$ cat config.mk
export PLATFORM = sky130hd
export DESIGN_NAME = agc_alu
export DESIGN_NICKNAME = d
export VERILOG_FILES = /design/src/rtl/agc_word_pkg.sv /design/src/rtl/agc_isa_pkg.sv /design/src/rtl/agc_alu.sv
export SDC_FILE = /design/constraint.sdc
export NUM_CORES = 1
export LEC_CHECK = 0
export ABC_AREA = 1
export BUFFER_PORTS_ARGS = -buffer_cell sky130_fd_sc_hd__buf_4
export CORE_ASPECT_RATIO = 1.5
export CORE_MARGIN = 4
export CORE_UTILIZATION = 35
export DETAILED_ROUTE_END_ITERATION = 8
export PLACE_DENSITY_LB_ADDON = 0.1
export SKIP_LAST_GASP = 1
export SLEW_MARGIN = 20
export SYNTH_ARGS = -nofsm -noshare
export SYNTH_HDL_FRONTEND = slang
export SYNTH_SLANG_ARGS = --single-unit
$ cat constraint.sdc
create_clock -name vclk -period 4.43
set_input_delay 0.443 -clock vclk [all_inputs]
set_output_delay 0.443 -clock vclk [all_outputs]
set_load 0.02 [all_outputs]
$ cat src/rtl/agc_word_pkg.sv
// word layout and central register addresses; memory is 1024 words, so addresses wrap at 10 bits
package agc_word_pkg;

  // stored word is 15 data bits plus the overflow bit 15
  localparam int WORD_W     = 16;
  localparam int DATA_W     = 15;

  localparam int MEM_DEPTH  = 1024;
  localparam int MEM_ADDR_W = 10;

  typedef logic [WORD_W-1:0]     word_t;
  typedef logic [MEM_ADDR_W-1:0] mem_addr_t;

  // central registers are mapped into erasable memory
  localparam mem_addr_t ADDR_A = 10'd0;
  localparam mem_addr_t ADDR_L = 10'd1;
  localparam mem_addr_t ADDR_Q = 10'd2;
  localparam mem_addr_t ADDR_Z = 10'd5;

endpackage

$ cat src/rtl/agc_isa_pkg.sv
// basic instruction subset only; extracodes, INDEX and the I/O channel instructions are not encoded
package agc_isa_pkg;

  // opcode field, bits 14:12
  localparam logic [2:0] OP_TC   = 3'd0;
  localparam logic [2:0] OP_TCF  = 3'd1;
  // quarter-code group holding INCR
  localparam logic [2:0] OP_INCR = 3'd2;
  localparam logic [2:0] OP_CA   = 3'd3;
  localparam logic [2:0] OP_CS   = 3'd4;
  // quarter-code group holding TS and XCH
  localparam logic [2:0] OP_TS   = 3'd5;
  localparam logic [2:0] OP_AD   = 3'd6;
  localparam logic [2:0] OP_MASK = 3'd7;

  localparam logic [1:0] QC_TS   = 2'd2;
  localparam logic [1:0] QC_XCH  = 2'd3;
  localparam logic [1:0] QC_INCR = 2'd2;

  // the same word seen with a 12-bit k or with a quarter code and 10-bit k
  typedef union packed {
    struct packed {
      logic       spare;
      logic [2:0] opcode;
      logic [11:0] k;
    } basic;
    struct packed {
      logic                   spare;
      logic [2:0]             opcode;
      logic [1:0]             qc;
      agc_word_pkg::mem_addr_t k10;
    } quarter;
  } instr_u;

  typedef enum logic [2:0] {
    ALU_PASS,
    ALU_ADD,
    ALU_COM,
    ALU_AND,
    ALU_INCR
  } alu_op_e;

endpackage

$ cat src/rtl/agc_alu.sv
// purely combinational; the overflow bit 15 of the inputs is ignored except by increment
`timescale 1ns/10ps

module agc_alu
(
  input  agc_isa_pkg::alu_op_e op,
  input  agc_word_pkg::word_t  acc,
  input  agc_word_pkg::word_t  operand,
  output agc_word_pkg::word_t  result
);
  import agc_word_pkg::*;
  import agc_isa_pkg::*;

  logic [DATA_W:0]   raw_sum;
  logic [DATA_W-1:0] eac_sum;
  logic              overflow;

  // ones' complement add, carry out folded back into bit 0
  assign raw_sum  = {1'b0, acc[DATA_W-1:0]} + {1'b0, operand[DATA_W-1:0]};
  assign eac_sum  = raw_sum[DATA_W-1:0] + {{(DATA_W-1){1'b0}}, raw_sum[DATA_W]};

  // same input signs but a different result sign
  assign overflow = (acc[DATA_W-1] == operand[DATA_W-1]) &&
                    (eac_sum[DATA_W-1] != acc[DATA_W-1]);

  always_comb
  begin
    case (op)
      ALU_ADD:  result = {overflow, eac_sum};
      ALU_COM:  result = {1'b0, ~operand[DATA_W-1:0]};
      ALU_AND:  result = {1'b0, acc[DATA_W-1:0] & operand[DATA_W-1:0]};
      ALU_INCR: result = operand + word_t'(1);
      default:  result = operand;
    endcase
  end

endmodule

==> metrics, run 1 <==
worst-path maximum fanout 9; worst-margin pin slew between 0.4 and 0.5 ns; met1 WL 2850 um; post-DP HPWL between 6000 and 7000 um; crit end category primary output; WL met3 roughly 250 um; Core Util, Final between 40% and 50%; WL met2 around 4100 um; yosys warns 0; via/cell ratio roughly 5.2; CP arrival about 3.6 ns; wire length per cell ~14 um; max cap viols 0; largest area contributor in the netlist nand2_1; Synth top area share about 22%; sequential-to-total area share from yosys stat 0%; worst setup path class input port to primary output; f_max 0.249 GHz; Buf/Inv on CP 3; CLK BUF 0; top cells by area, synth nand2_1, nand3_1, inv_1, ha_1, nor2_1; top sig layer met4; Final min period 4.02 ns; delay-heaviest family, CP simple AND/OR/NAND/NOR gates; I/O pins between 50 and 60; CORE AREA ~5900 um^2; Routed Antenna Nets 0; RSZ-0062 raised after global routing no; Hold Path Class input port to primary output; Req. time, crit path around 4.0 ns; Critical Path Max Stage Delay ~0.37 ns; Sequential cell area 0 um^2; GRT Total Usage slightly below 20%; postcts setup bufs 0; hold path startpoint operand[15]; Worst Setup Start Kind input port; Die Height between 100 and 150 um; Cell variety after synth 39; CP max-delay cell ha_1; Post-Syn Instances roughly 420; largest net degree at the start of global routing 13; Total Nets Final approximately 520; clock network fraction of total power 0%; row count 34; Worst Setup SP operand[10]; Net Sw Power 0.230 mW; syn_nets between 400 and 500; leakage power about 1.4 nW; most frequent CP cell nand2_1; seq_cells 0; Final WS setup a little over 0.4 ns; initial antenna violation count 0; # setup viols final 0; number of gates resized after CTS 0; grt ovf 0; final hold slack around 1.2 ns; Ant. Diodes 0; Slew Viols, Final 0; Slew headroom a little over two thirds; final hold vios 0; Post-Route WL 7420 um; 1st-iter DRT viols 136; PortBufs 50; Gate power share 100.0%; vias in the first global route approximately 2700; pre-CTS setup slack 0.237 ns; outcome finished clean; first-pass GRT wire length 12100 um; P_int roughly 0.13 mW; Initial Util 36.6%; worst-path cell chain buf_4 > ha_1 > nand2_1 > nor2_1 > and2_1 > nand2_1 > nand2_1 > a21oi_1 > o21ai_2 > ha_1 > ha_1 > inv_1 > nor2_1 > nand3_2 > nor2_4 > nand3_1 > nor2_2 > nand3_1 > nand2_1 > nand2_1 > nand3_1 > nand3_1 > buf_4; syn avg cell area roughly 5 um^2; Net Sw Frac approximately 63%; share of layout cells above drive strength 1 around 20%; Peak supply drop ~0.000054 V; Reg power frac 0%; die footprint roughly 7500 um^2; die outline width slightly above 70 um; Mapped Area around 2100 um^2; 1st-pass router iterations 4; final setup TNS 0 ns; PD cells between 100 and 150 nW/um^2; hold_buf cts 0; drt drc 0; gpl congestion 0.862; vias after detailed routing 2784; layout overhead on the synthesized area 22.2%; final worst-path cycle share approximately nine tenths
[cell usage in the layout, fill, tap and decap left out, drive strengths merged]
cell	netlist	layout
a211oi	1	1
a21oi	16	16
a221oi	3	3
a22oi	3	3
a31oi	4	4
a32oi	1	1
and2	1	1
buf	1	52
clkinv	2	2
fa	1	1
ha	18	18
inv	69	69
nand2	141	141
nand3	51	51
nand3b	4	4
nand4	9	9
nor2	53	53
nor3	3	3
o2111ai	5	5
o211ai	1	1
o21ai	23	23
o21bai	1	1
o22ai	1	1
or2	3	3
xor2	2	2
[cells in the mapped netlist (all sizes together), types with 2 or more instances]
master and instances:
a21oi 16, a221oi 3, a22oi 3, a31oi 4
clkbuf 2, clkinv 2, ha 18, inv 69
nand2 141, nand3 51, nand3b 4, nand4 9
nor2 53, nor3 3, o2111ai 5, o21ai 23
or2 3, xor2 2
[final timing paths]
path,endpoint,slack [ns],cells past startpoint
hold / removal,result[15],1.23,4
setup / recovery,result[15],0.41,23
[metal layers]
layer | vias up | global-route usage [%]
met3 | 12 | 0.387
li1 | 1479 | -
met2 | 71 | 39.9
met4 | 0 | 4.70
met5 | - | 0
met1 | 1222 | 21.1
[power groups by stage]
| stage | Combinational [mW] | Clock (mW) | Sequential, mW |
|---|---|---|---|
| 2_1_floorplan | 0.244 | 0 | 0 |
| 3_3_place_gp | 0.359 | 0 | 0 |
| 3_5_place_dp | 0.363 | 0 | 0 |
| 4_1_cts | 0.365 | 0 | 0 |
| 5_1_grt | 0.408 | 0 | 0 |
| 6_report | 0.364 | 0 | 0 |
[kinds of logic (layout without fill, tap and decap cells)]
kind of cell	after synthesis	count (layout)	share of synthesized area, %
AO/OA/AOI/OAI	59	59	16.5
XOR/XNOR	2	2	0.816
adder cells (fa/ha/maj)	19	19	11.4
buffers and inverters	74	123	13.0
AND/OR/NAND/NOR	265	265	58.3
[per-stage QoR]
step	cell area [um^2]	cells	total power, mW
2_1_floorplan	2150	419	0.244
3_3_place_gp	2610	540	0.359
3_5_place_dp	2610	540	0.363
4_1_cts	2610	540	0.365
5_1_grt	2620	540	0.408
6_report	2620	540	0.364
[area by class of cell]
class | count | area (um^2)
repair buffers | 52 | 390
well taps | 72 | 90.1
fillers | 713 | 3250
inverters | 71 | 267
multi-input cells | 345 | 1880
Note: power is estimated with default switching activity, not from simulation.
==> run 2: changes to the inputs <==
ABC_AREA = unset   (was 1)
==> run 2 against run 1 <==
Core utilization up 4.9 points. Clock-buffer cell count unchanged. Critical path type unchanged. Flip-flop and latch count unchanged. Via count down 17%. Total power up 11%. First-iteration DRC count up 14%. Die area down 6.7%. Largest power group unchanged.
==> metrics, run 2 <==
pre-CTS setup slack about 0.076 ns; drt drc 0; crit end category primary output; syn_nets around 330; Req. time, crit path 3.99 ns; Post-Syn Instances between 200 and 300; Sequential cell area 0 um^2; top cells by area, synth ha_1, a21oi_1, xnor2_1, xor2_1, nor2_1; yosys warns 0; PortBufs 50; Routed Antenna Nets 0; final hold slack 1.28 ns; I/O pins 51; gpl congestion 0.784; sequential-to-total area share from yosys stat 0%; Ant. Diodes 0; PD cells roughly 150 nW/um^2; Buf/Inv on CP 2; GRT Total Usage approximately 17%; f_max 0.232 GHz; Placed Cells incl. Taps between 400 and 500; Total Nets Final 397; Final WS setup 0.128 ns; Final min period approximately 4.3 ns; Initial Util between 30% and 40%; delay-heaviest family, CP compound AO/OA/AOI/OAI gates; Slew Viols, Final 0; # setup viols final 0; worst-margin pin slew ~0.80 ns; Mapped Area about 2000 um^2; Synth top area share a little under an eighth; largest area contributor in the netlist ha_1; Die Height approximately 100 um; Cell variety after synth 64; wire length per cell between 15 and 20 um; die footprint 6970 um^2; share of layout cells above drive strength 1 between 30 and 40%; RSZ-0062 raised after global routing yes; leakage power 1.10 nW; leading cell type in the layout, fill and taps excluded buf_4; Post-Route WL 6400 um; CLK BUF 0; Worst Setup Start Kind input port; fillcell total around 570; CORE AREA 5490 um^2; die outline width about 70 um; worst-path maximum fanout 3; placed instance area around 2500 um^2; 1st-pass router iterations 4; most frequent cells in the layout buf_4, a21oi_1, nor2_1; largest net degree at the start of global routing 34; final hold vios 0; via/cell ratio 5.64; syn avg cell area about 7 um^2; Peak supply drop approximately 0.000057 V; seq_cells 0; Critical Path Max Stage Delay approximately 0.45 ns; Layout Cells excl Fill approximately 410; post-route cell area approximately 2700 um^2; 1st-iter DRT viols approximately 160; Commonest cells post-synth a21oi_1, nor2_1, nand2_1, ha_1, xnor2_1; outcome finished clean; Slew headroom 46.5%; final worst-path cycle share between 90 and 100%; worst-path cell chain buf_12 > ha_4 > o211ai_1 > o211ai_2 > a31oi_2 > nand2b_1 > a21o_1 > a21o_1 > a21o_1 > ha_4 > ha_4 > nand2_4 > nor4_4 > nand4_2 > nor3_4 > xor3_1 > o31ai_2 > buf_4; vias in the first global route about 2200; row count 33; grt ovf 0; max cap viols 0; initial antenna violation count 0; vias after detailed routing 2320; worst setup path class input port to primary output; first-pass GRT wire length around 10000 um; hold_buf cts 0; CP max-delay cell xor3_1; post-DP HPWL between 5000 and 6000 um; area of the multi-input gates approximately 2000 um^2; Hold Path Class input port to primary output; layout overhead on the synthesized area 37.0%; CP arrival 3.86 ns; most common cell in the synthesized netlist a21oi_1
run 2: changes by cell type after synthesis, sizes merged, moves of 6 or more:
| cell | delta |
|---|---|
| o21ai | -7 |
| nand3 | -42 |
| xor2 | +9 |
| nor2 | -26 |
| clkbuf | +11 |
| a21oi | +19 |
| nor3 | +6 |
| and3 | +7 |
| inv | -62 |
| a211oi | +8 |
| xnor2 | +19 |
| nand2 | -120 |
run 2: cells by family (layout without fill, tap and decap cells):
logic type	after synthesis	in the layout	synth area share, %
and+or+nand+nor	105	105	29.2
buffers and inverters	21	82	5.35
adders and majority gates	19	19	12.3
muxes	2	2	1.07
AOI/OAI and AO/OA	101	101	35.1
xor gates and xnor gates	32	32	16.9
run 2: what timing repair did:
action | 4_1_cts | 5_1_grt
setup endpoints to repair | 0 | 8
buffers inserted | 0 | 9
resized for setup | 0 | 29
run 2: layout make-up:
type | instances | area share [%]
multi-input combinational | 259 | 74.1
timing repair buffer | 75 | 21.7
tap | 70 | 3.22
inverter | 7 | 0.966
run 2: where the power goes:
group | total [mW] | internal [mW] | leakage (nW) | switching (mW)
combinational | 0.405 | 0.189 | 1.10 | 0.216
sequential | 0 | 0 | 0 | 0
clock | 0 | 0 | 0 | 0
run 2: worst paths after layout:
check | start | to | slack (ns) | cells past startpoint
max | operand[4] | result[15] | 0.13 | 18
min | operand[15] | result[15] | 1.28 | 4
run 2: metrics by stage:
| stage | utilization [%] | setup TNS (ns) | total power, mW |
|---|---|---|---|
| after global routing | 49.6 | -0.0211 | 0.443 |
| after detailed placement | 45.3 | 0 | 0.372 |
| after CTS | 45.3 | 0 | 0.373 |
| after floorplan | - | 0 | 0.254 |
| after global placement | 45.3 | 0 | 0.370 |
| final | 49.6 | 0 | 0.405 |
run 2: per-layer routing:
metal | global-route usage [%] | vias up | share of wire [%]
li1 | - | 1194 | -
met1 | 20.8 | 1068 | 42
met2 | 34.1 | 54 | 54
met3 | 1.00 | 4 | 3.3
met4 | 1.35 | 0 | 0.80
met5 | 0 | - | 0
