`config.mk`:
```
export PLATFORM = sky130hd
export DESIGN_NAME = agc_sequencer_flat
export DESIGN_NICKNAME = d
export VERILOG_FILES = /design/src/rtl/agc_word_pkg.sv /design/src/rtl/agc_isa_pkg.sv /design/src/rtl/agc_mem_bus_if.sv /design/src/rtl/agc_sequencer.sv /design/src/flat_wrapper.sv
export SDC_FILE = /design/constraint.sdc
export NUM_CORES = 1
export LEC_CHECK = 0
export ABC_CLOCK_PERIOD_IN_PS = 4900
export BUFFER_PORTS_ARGS = -buffer_cell sky130_fd_sc_hd__clkbuf_2
export CAP_MARGIN = 20
export CORE_MARGIN = 2
export CORE_UTILIZATION = 45
export DETAILED_ROUTE_END_ITERATION = 10
export PLACE_DENSITY_LB_ADDON = 0.15
export RECOVER_POWER = 50
export SYNTH_ARGS = -nofsm -noshare
export SYNTH_HDL_FRONTEND = slang
export SYNTH_SLANG_ARGS = --single-unit
```
`constraint.sdc`:
```
create_clock -name raw_clk -period 4.9 [get_ports raw_clk]
set_input_delay 0.98 -clock raw_clk [delete_from_list [all_inputs] [get_ports raw_clk]]
set_output_delay 0.98 -clock raw_clk [all_outputs]
set_load 0.02 [all_outputs]
```
`src/rtl/agc_word_pkg.sv`:
```
// word layout and central register addresses; memory is 1024 words, so addresses wrap at 10 bits
package agc_word_pkg;

  // stored word is 15 data bits plus the overflow bit 15
  localparam int WORD_W     = 16;
  localparam int DATA_W     = 15;

  localparam int MEM_DEPTH  = 1024;
  localparam int MEM_ADDR_W = 10;

  typedef logic [WORD_W-1:0]     word_t;
  typedef logic [MEM_ADDR_W-1:0] mem_addr_t;

  // central registers are mapped into erasable memory
  localparam mem_addr_t ADDR_A = 10'd0;
  localparam mem_addr_t ADDR_L = 10'd1;
  localparam mem_addr_t ADDR_Q = 10'd2;
  localparam mem_addr_t ADDR_Z = 10'd5;

endpackage

```
`src/rtl/agc_isa_pkg.sv`:
```
// basic instruction subset only; extracodes, INDEX and the I/O channel instructions are not encoded
package agc_isa_pkg;

  // opcode field, bits 14:12
  localparam logic [2:0] OP_TC   = 3'd0;
  localparam logic [2:0] OP_TCF  = 3'd1;
  // quarter-code group holding INCR
  localparam logic [2:0] OP_INCR = 3'd2;
  localparam logic [2:0] OP_CA   = 3'd3;
  localparam logic [2:0] OP_CS   = 3'd4;
  // quarter-code group holding TS and XCH
  localparam logic [2:0] OP_TS   = 3'd5;
  localparam logic [2:0] OP_AD   = 3'd6;
  localparam logic [2:0] OP_MASK = 3'd7;

  localparam logic [1:0] QC_TS   = 2'd2;
  localparam logic [1:0] QC_XCH  = 2'd3;
  localparam logic [1:0] QC_INCR = 2'd2;

  // the same word seen with a 12-bit k or with a quarter code and 10-bit k
  typedef union packed {
    struct packed {
      logic       spare;
      logic [2:0] opcode;
      logic [11:0] k;
    } basic;
    struct packed {
      logic                   spare;
      logic [2:0]             opcode;
      logic [1:0]             qc;
      agc_word_pkg::mem_addr_t k10;
    } quarter;
  } instr_u;

  typedef enum logic [2:0] {
    ALU_PASS,
    ALU_ADD,
    ALU_COM,
    ALU_AND,
    ALU_INCR
  } alu_op_e;

endpackage

```
`src/rtl/agc_mem_bus_if.sv`:
```
// strobes are single cycle and memory never stalls; read data is valid one cycle after the request
`timescale 1ns/10ps

interface agc_mem_bus_if
(
  input logic raw_clk
);
  import agc_word_pkg::*;

  mem_addr_t address;
  word_t     write_data;
  word_t     read_data;
  logic      bus_enable;
  logic      write_enable;

  // sequencer side
  modport requester
  (
    input  raw_clk,
    output address,
    output write_data,
    output bus_enable,
    output write_enable,
    input  read_data
  );

  // memory side
  modport responder
  (
    input  raw_clk,
    input  address,
    input  write_data,
    input  bus_enable,
    input  write_enable,
    output read_data
  );

endinterface

```
`src/rtl/agc_sequencer.sv`:
```
// one instruction in flight, no skips or interrupts; TC always saves Z into Q, TS never skips
`timescale 1ns/10ps

module agc_sequencer
(
  input  logic                 raw_clk,
  input  logic                 button_reset,
  input  logic                 run,
  agc_mem_bus_if.requester     bus,
  input  agc_word_pkg::word_t  reg_a,
  input  agc_word_pkg::word_t  reg_z,
  output agc_isa_pkg::alu_op_e alu_op,
  output agc_word_pkg::word_t  alu_acc,
  output agc_word_pkg::word_t  alu_operand,
  input  agc_word_pkg::word_t  alu_result,
  output logic                 retire
);
  import agc_word_pkg::*;
  import agc_isa_pkg::*;

  typedef enum logic [3:0] {
    S_IDLE, S_FETCH, S_CAPTURE, S_ZW0, S_ZW1, S_DECODE, S_READ0, S_READ1,
    S_EXEC, S_CARRY, S_TCQ0, S_TCQ1, S_XW0, S_XW1, S_WB0, S_RETIRE
  } state_e;

  state_e    state;
  instr_u    instr;
  word_t     temp;
  mem_addr_t wb_addr;
  alu_op_e   alu_op_q;
  logic      is_xch;

  assign is_xch = (instr.quarter.opcode == OP_TS) && (instr.quarter.qc == QC_XCH);

  assign alu_op      = alu_op_q;
  assign alu_acc     = reg_a;
  assign alu_operand = temp;
  assign retire      = (state == S_RETIRE);

  // bus requests are decoded straight from the state
  always_comb
  begin
    bus.bus_enable   = 1'b0;
    bus.write_enable = 1'b0;
    bus.address      = '0;
    bus.write_data   = '0;
    case (state)
      S_FETCH:
      begin
        bus.bus_enable = 1'b1;
        bus.address    = reg_z[MEM_ADDR_W-1:0];
      end
      S_ZW0:
      begin
        bus.bus_enable   = 1'b1;
        bus.write_enable = 1'b1;
        bus.address      = ADDR_Z;
        bus.write_data   = reg_z + word_t'(1);
      end
      S_READ0:
      begin
        bus.bus_enable = 1'b1;
        bus.address    = instr.quarter.k10;
      end
      // reg_z already holds the incremented return address here
      S_TCQ0:
      begin
        bus.bus_enable   = 1'b1;
        bus.write_enable = 1'b1;
        bus.address      = ADDR_Q;
        bus.write_data   = reg_z;
      end
      S_XW0:
      begin
        bus.bus_enable   = 1'b1;
        bus.write_enable = 1'b1;
        bus.address      = instr.quarter.k10;
        bus.write_data   = reg_a;
      end
      S_WB0:
      begin
        bus.bus_enable   = 1'b1;
        bus.write_enable = 1'b1;
        bus.address      = wb_addr;
        bus.write_data   = temp;
      end
      default:
      begin
      end
    endcase
  end

  always_ff @(posedge raw_clk)
  begin
    if (!button_reset)
      state <= S_IDLE;
    else
    begin
      case (state)
        S_IDLE:
          if (run)
            state <= S_FETCH;
        S_FETCH:   state <= S_CAPTURE;
        S_CAPTURE:
        begin
          instr <= bus.read_data;
          state <= S_ZW0;
        end
        S_ZW0:     state <= S_ZW1;
        S_ZW1:     state <= S_DECODE;
        S_DECODE:
        begin
          case (instr.basic.opcode)
            OP_TC, OP_TCF:
            begin
              temp    <= word_t'(instr.basic.k);
              wb_addr <= ADDR_Z;
              state   <= (instr.basic.opcode == OP_TC) ? S_TCQ0 : S_WB0;
            end
            OP_INCR:
            begin
              alu_op_q <= ALU_INCR;
              wb_addr  <= instr.quarter.k10;
              // other quarter codes only advance Z
              state    <= (instr.quarter.qc == QC_INCR) ? S_READ0 : S_RETIRE;
            end
            OP_TS:
            begin
              temp <= reg_a;
              if (instr.quarter.qc == QC_TS)
              begin
                wb_addr <= instr.quarter.k10;
                state   <= S_WB0;
              end
              else if (instr.quarter.qc == QC_XCH)
              begin
                wb_addr <= ADDR_A;
                state   <= S_READ0;
              end
              else
                state <= S_RETIRE;
            end
            default:
            begin
              // CA, CS, AD and MASK all land in A
              case (instr.basic.opcode)
                OP_CS:   alu_op_q <= ALU_COM;
                OP_AD:   alu_op_q <= ALU_ADD;
                OP_MASK: alu_op_q <= ALU_AND;
                default: alu_op_q <= ALU_PASS;
              endcase
              wb_addr <= ADDR_A;
              state   <= S_READ0;
            end
          endcase
        end
        S_READ0:   state <= S_READ1;
        S_READ1:
        begin
          temp  <= bus.read_data;
          state <= is_xch ? S_XW0 : S_EXEC;
        end
        S_EXEC:
        begin
          // the add gets a second cycle for its carry chain
          if (alu_op_q == ALU_ADD)
            state <= S_CARRY;
          else
          begin
            temp  <= alu_result;
            state <= S_WB0;
          end
        end
        S_CARRY:
        begin
          temp  <= alu_result;
          state <= S_WB0;
        end
        S_TCQ0:    state <= S_TCQ1;
        S_TCQ1:    state <= S_WB0;
        S_XW0:     state <= S_XW1;
        S_XW1:     state <= S_WB0;
        S_WB0:     state <= S_RETIRE;
        S_RETIRE:  state <= run ? S_FETCH : S_IDLE;
        default:   state <= S_IDLE;
      endcase
    end
  end

endmodule

```
`src/flat_wrapper.sv`:
```
// flat-port wrapper written by rule: the top's interface ports become plain ports
module agc_sequencer_flat import agc_word_pkg::*; import agc_isa_pkg::*;
  (raw_clk, button_reset, run, reg_a, reg_z, alu_op, alu_acc, alu_operand, alu_result, retire, bus_address, bus_write_data, bus_bus_enable, bus_write_enable, bus_read_data);
  agc_mem_bus_if bus_i (.raw_clk(raw_clk));
  input  logic raw_clk;
  input  logic button_reset;
  input  logic run;
  input  agc_word_pkg::word_t reg_a;
  input  agc_word_pkg::word_t reg_z;
  output agc_isa_pkg::alu_op_e alu_op;
  output agc_word_pkg::word_t alu_acc;
  output agc_word_pkg::word_t alu_operand;
  input  agc_word_pkg::word_t alu_result;
  output logic retire;
  output wire logic [$bits(bus_i.address)-1:0] bus_address;
  output wire logic [$bits(bus_i.write_data)-1:0] bus_write_data;
  output wire logic [$bits(bus_i.bus_enable)-1:0] bus_bus_enable;
  output wire logic [$bits(bus_i.write_enable)-1:0] bus_write_enable;
  input wire logic [$bits(bus_i.read_data)-1:0] bus_read_data;
  assign bus_address = bus_i.address;
  assign bus_write_data = bus_i.write_data;
  assign bus_bus_enable = bus_i.bus_enable;
  assign bus_write_enable = bus_i.write_enable;
  assign bus_i.read_data = bus_read_data;
  agc_sequencer u_core (.raw_clk(raw_clk), .button_reset(button_reset), .run(run), .bus(bus_i), .reg_a(reg_a), .reg_z(reg_z), .alu_op(alu_op), .alu_acc(alu_acc), .alu_operand(alu_operand), .alu_result(alu_result), .retire(retire));
endmodule
```
==> reports/summary.txt <==
Run status - finished with violations
Failing checks - capacitance limit, slew limit
Max Freq - 281 MHz
Yosys top cell area share - 0.423
Worst min-delay path class - flop to flop
WL/cell - 19.5 um
P_leak - 1.48 nW
Post-synthesis compound-gate area fraction - 0.231
Area contributors post-synth - edfxtp_1, a222oi_1, a22oi_1
Sequential-to-total area share from yosys stat - 0.449
Setup slack, reg-to-reg - 1.77 ns
Largest net degree at the start of global routing - 21
Drt pass-1 iters - 5
FP Rows - 30
WL met1 - 4290 um
DP Wirelength - 7020 um
Routed wl met3 - 781 um
R2r startpoint - u_core.state[1]$_SDFFE_PN0P_
Post-Synth Adder-Cell Area - 0.00401
Hold_buf cts - 0
Crit path DAT - 2.58 ns
Final hold vios - 0
RR Endpoint - u_core.instr[0]$_DFFE_PP_
Synthesized Nets - 381
Worst hold path stage count - 2
Syn avg cell area - 9.97 sq um
Synthesized area - 3120 sq um
DR top layer - met4
Required time of the critical path - 3.92 ns
YS warnings - 0
Number of distinct library cells after synthesis - 49
TNS Setup - 0 ns
Worst hold margin - 0.609 ns
CTS H-tree lvls - 2
Final Core Density - 0.552
R2R cell count - 3
Layout fillers - 685
Yosys reg bits - 48
DR vias - 3028
Post-CTS sizing - 0
Area after DPL - 3710 sq um
Vias in the first global route - 2744
Fin crit period - 3.56 ns
Crit path launch type - flop
DRC viols - 0
Nets - 490
Synth Area in XOR/XNOR - 0.0337
I/O Pins - 131
Synth Area in Simple Gates - 0.163
Crit path max fanout - 20
Setup violators final - 0
Commonest cells after routing, fill and taps aside - clkbuf_2, clkbuf_1, edfxtp_1
# Post-CTS Setup Buffers - 0
Setup crit end kind - output port
Worst Hold Path EP - u_core.wb_addr[0]$_DFFE_PP_
Total grt overflow - 0
CTS tree - yes
Root Driver - clkbuf_8
Die Ht - 87.3 um
Final period utilization - 0.727
DIE WIDTH - 87.3 um
Rel. slew slack - -0.163
Cells after Synth - 313
Share of layout cells above drive strength 1 - 0.236
Hold Crit Start - u_core.instr[0]$_DFFE_PP_
N_diodes - 0
Clk sink count - 48
Initial core utilization - 0.462
Clk pin slew, worst setup/hold paths - 0.10 ns
GRT Total Usage - 0.258
Largest family of logic cells by synthesized area - compound AO/OA/AOI/OAI gates
Vias per inst - 6.02
GP Congestion - 0.848
Clock Path Buffers - 2
Fin. max-slew vios - 9
Most common cell after layout, fill and taps aside - clkbuf_2
Power per Cell Area - 228 nW/um^2
Mux contribution to synthesized area - 0.0385
Core footprint - 6760 sq um
Fin area - 3730 sq um
Worst skew pair latency - 0.31 ns
# Max-Cap Violations - 1
RSZ-0062 raised after global routing - false
WS Path Type - flop to output port
Iter 0 DRT Violations - 343
Slew of the pin with the lowest slew margin - 1.72 ns
Die ar. - 7620 sq um
Antenna viol nets, final - 0
Met2 wire length - 4560 um
CTS buffer count - 5
# port buffers - 130
Global-route wire length before repair - 14900 um
Peak supply drop - 0.111 mV
Synth area leader - edfxtp_1
Routed WL - 9800 um
Initial antenna violation count - 0
Clk_skew - 0.0125 ns
Area Overhead vs Synth - 19.6%
[sequential cells by signal, summed over array words and instances, names as in the netlist]
register	cells
u_core.alu_operand	16
u_core.instr	15
u_core.wb_addr	10
u_core.state	4
u_core.alu_op	3
[final cells by class]
class / instances / area [sq um] / share of cell area
Timing Repair Buffer: 136 / 632 / 0.169
Clock buffer: 5 / 68.8 / 0.0184
Inverter: 11 / 41.3 / 0.0111
Clock inverter: 3 / 23.8 / 0.00637
Tap cell: 80 / 100 / 0.0268
Sequential cell: 48 / 1400 / 0.375
Multi-Input combinational cell: 220 / 1470 / 0.393
[per-layer routing]
layer	GRT usage	vias to the layer above
met1	0.370	1446
met2	0.408	163
met4	0.0755	0
met5	0	-
met3	0.0370	8
li1	-	1411
[critical path: stages, from the launching register on]
cell,delay (ns)
dfxtp_1,0.69
nor2b_1,0.30
nand2_1,0.43
o311ai_0,0.59
clkbuf_2,0.26
[cells in the mapped netlist (all sizes together)]
library cell,n
nor3b,2
a221oi,1
a21o,5
nor2b,4
dfxtp,4
o311a,1
nand2b,8
o31a,1
o311ai,3
o21ai,32
and3,8
buf,27
a22o,4
inv,11
or2,2
o211ai,2
nor4b,1
ha,1
a21oi,5
o31ai,1
nand3b,1
nor3,4
a31oi,2
nand3,10
and3b,1
o22ai,2
a222oi,18
a2111oi,1
nand4,2
o2111ai,1
or4b,1
a221o,2
a21boi,2
edfxtp,44
xor2,6
a22oi,17
nand2,16
nor2,21
mux2i,12
and2,13
clkbuf,7
or2b,1
xnor2,6
[how the worst max path moves through the flow]
stage	slack (ns)	end	startpoint
after floorplan	1.75	bus_write_data[8]	reg_z[0]
after global placement	1.64	bus_write_data[14]	reg_z[9]
after detailed placement	1.66	bus_write_data[8]	reg_z[0]
after CTS	1.35	bus_write_data[5]	u_core.state[1]$_SDFFE_PN0P_
after global routing	1.14	bus_write_data[5]	u_core.state[1]$_SDFFE_PN0P_
final	1.34	bus_write_data[5]	u_core.state[1]$_SDFFE_PN0P_
[per-stage QoR]
step | power (mW) | setup slack, ns | std cells
2_1_floorplan | 0.555 | 1.75 | 313
3_3_place_gp | 0.613 | 1.64 | 495
3_5_place_dp | 0.614 | 1.66 | 495
4_1_cts | 0.858 | 1.35 | 503
5_1_grt | 0.885 | 1.14 | 503
6_report | 0.852 | 1.34 | 503
[logic make-up (layout without fill, tap and decap cells)]
kind of cell / count (synthesis) / count (layout)
AOI/OAI and AO/OA: 100 / 100
DFF: 48 / 48
xor gates and xnor gates: 12 / 12
and+or+nand+nor: 95 / 95
buffers and inverters: 45 / 155
adders and majority gates: 1 / 1
muxes: 12 / 12
[power breakdown]
part	leakage (nW)	total [mW]	switching, mW	internal, mW
Combinational	1.01	0.136	0.0829	0.0527
Sequential	0.431	0.467	0.0137	0.453
Clock	0.0404	0.250	0.149	0.101
Total	1.48	0.852	0.245	0.607
(Power assumes the default switching activity.)
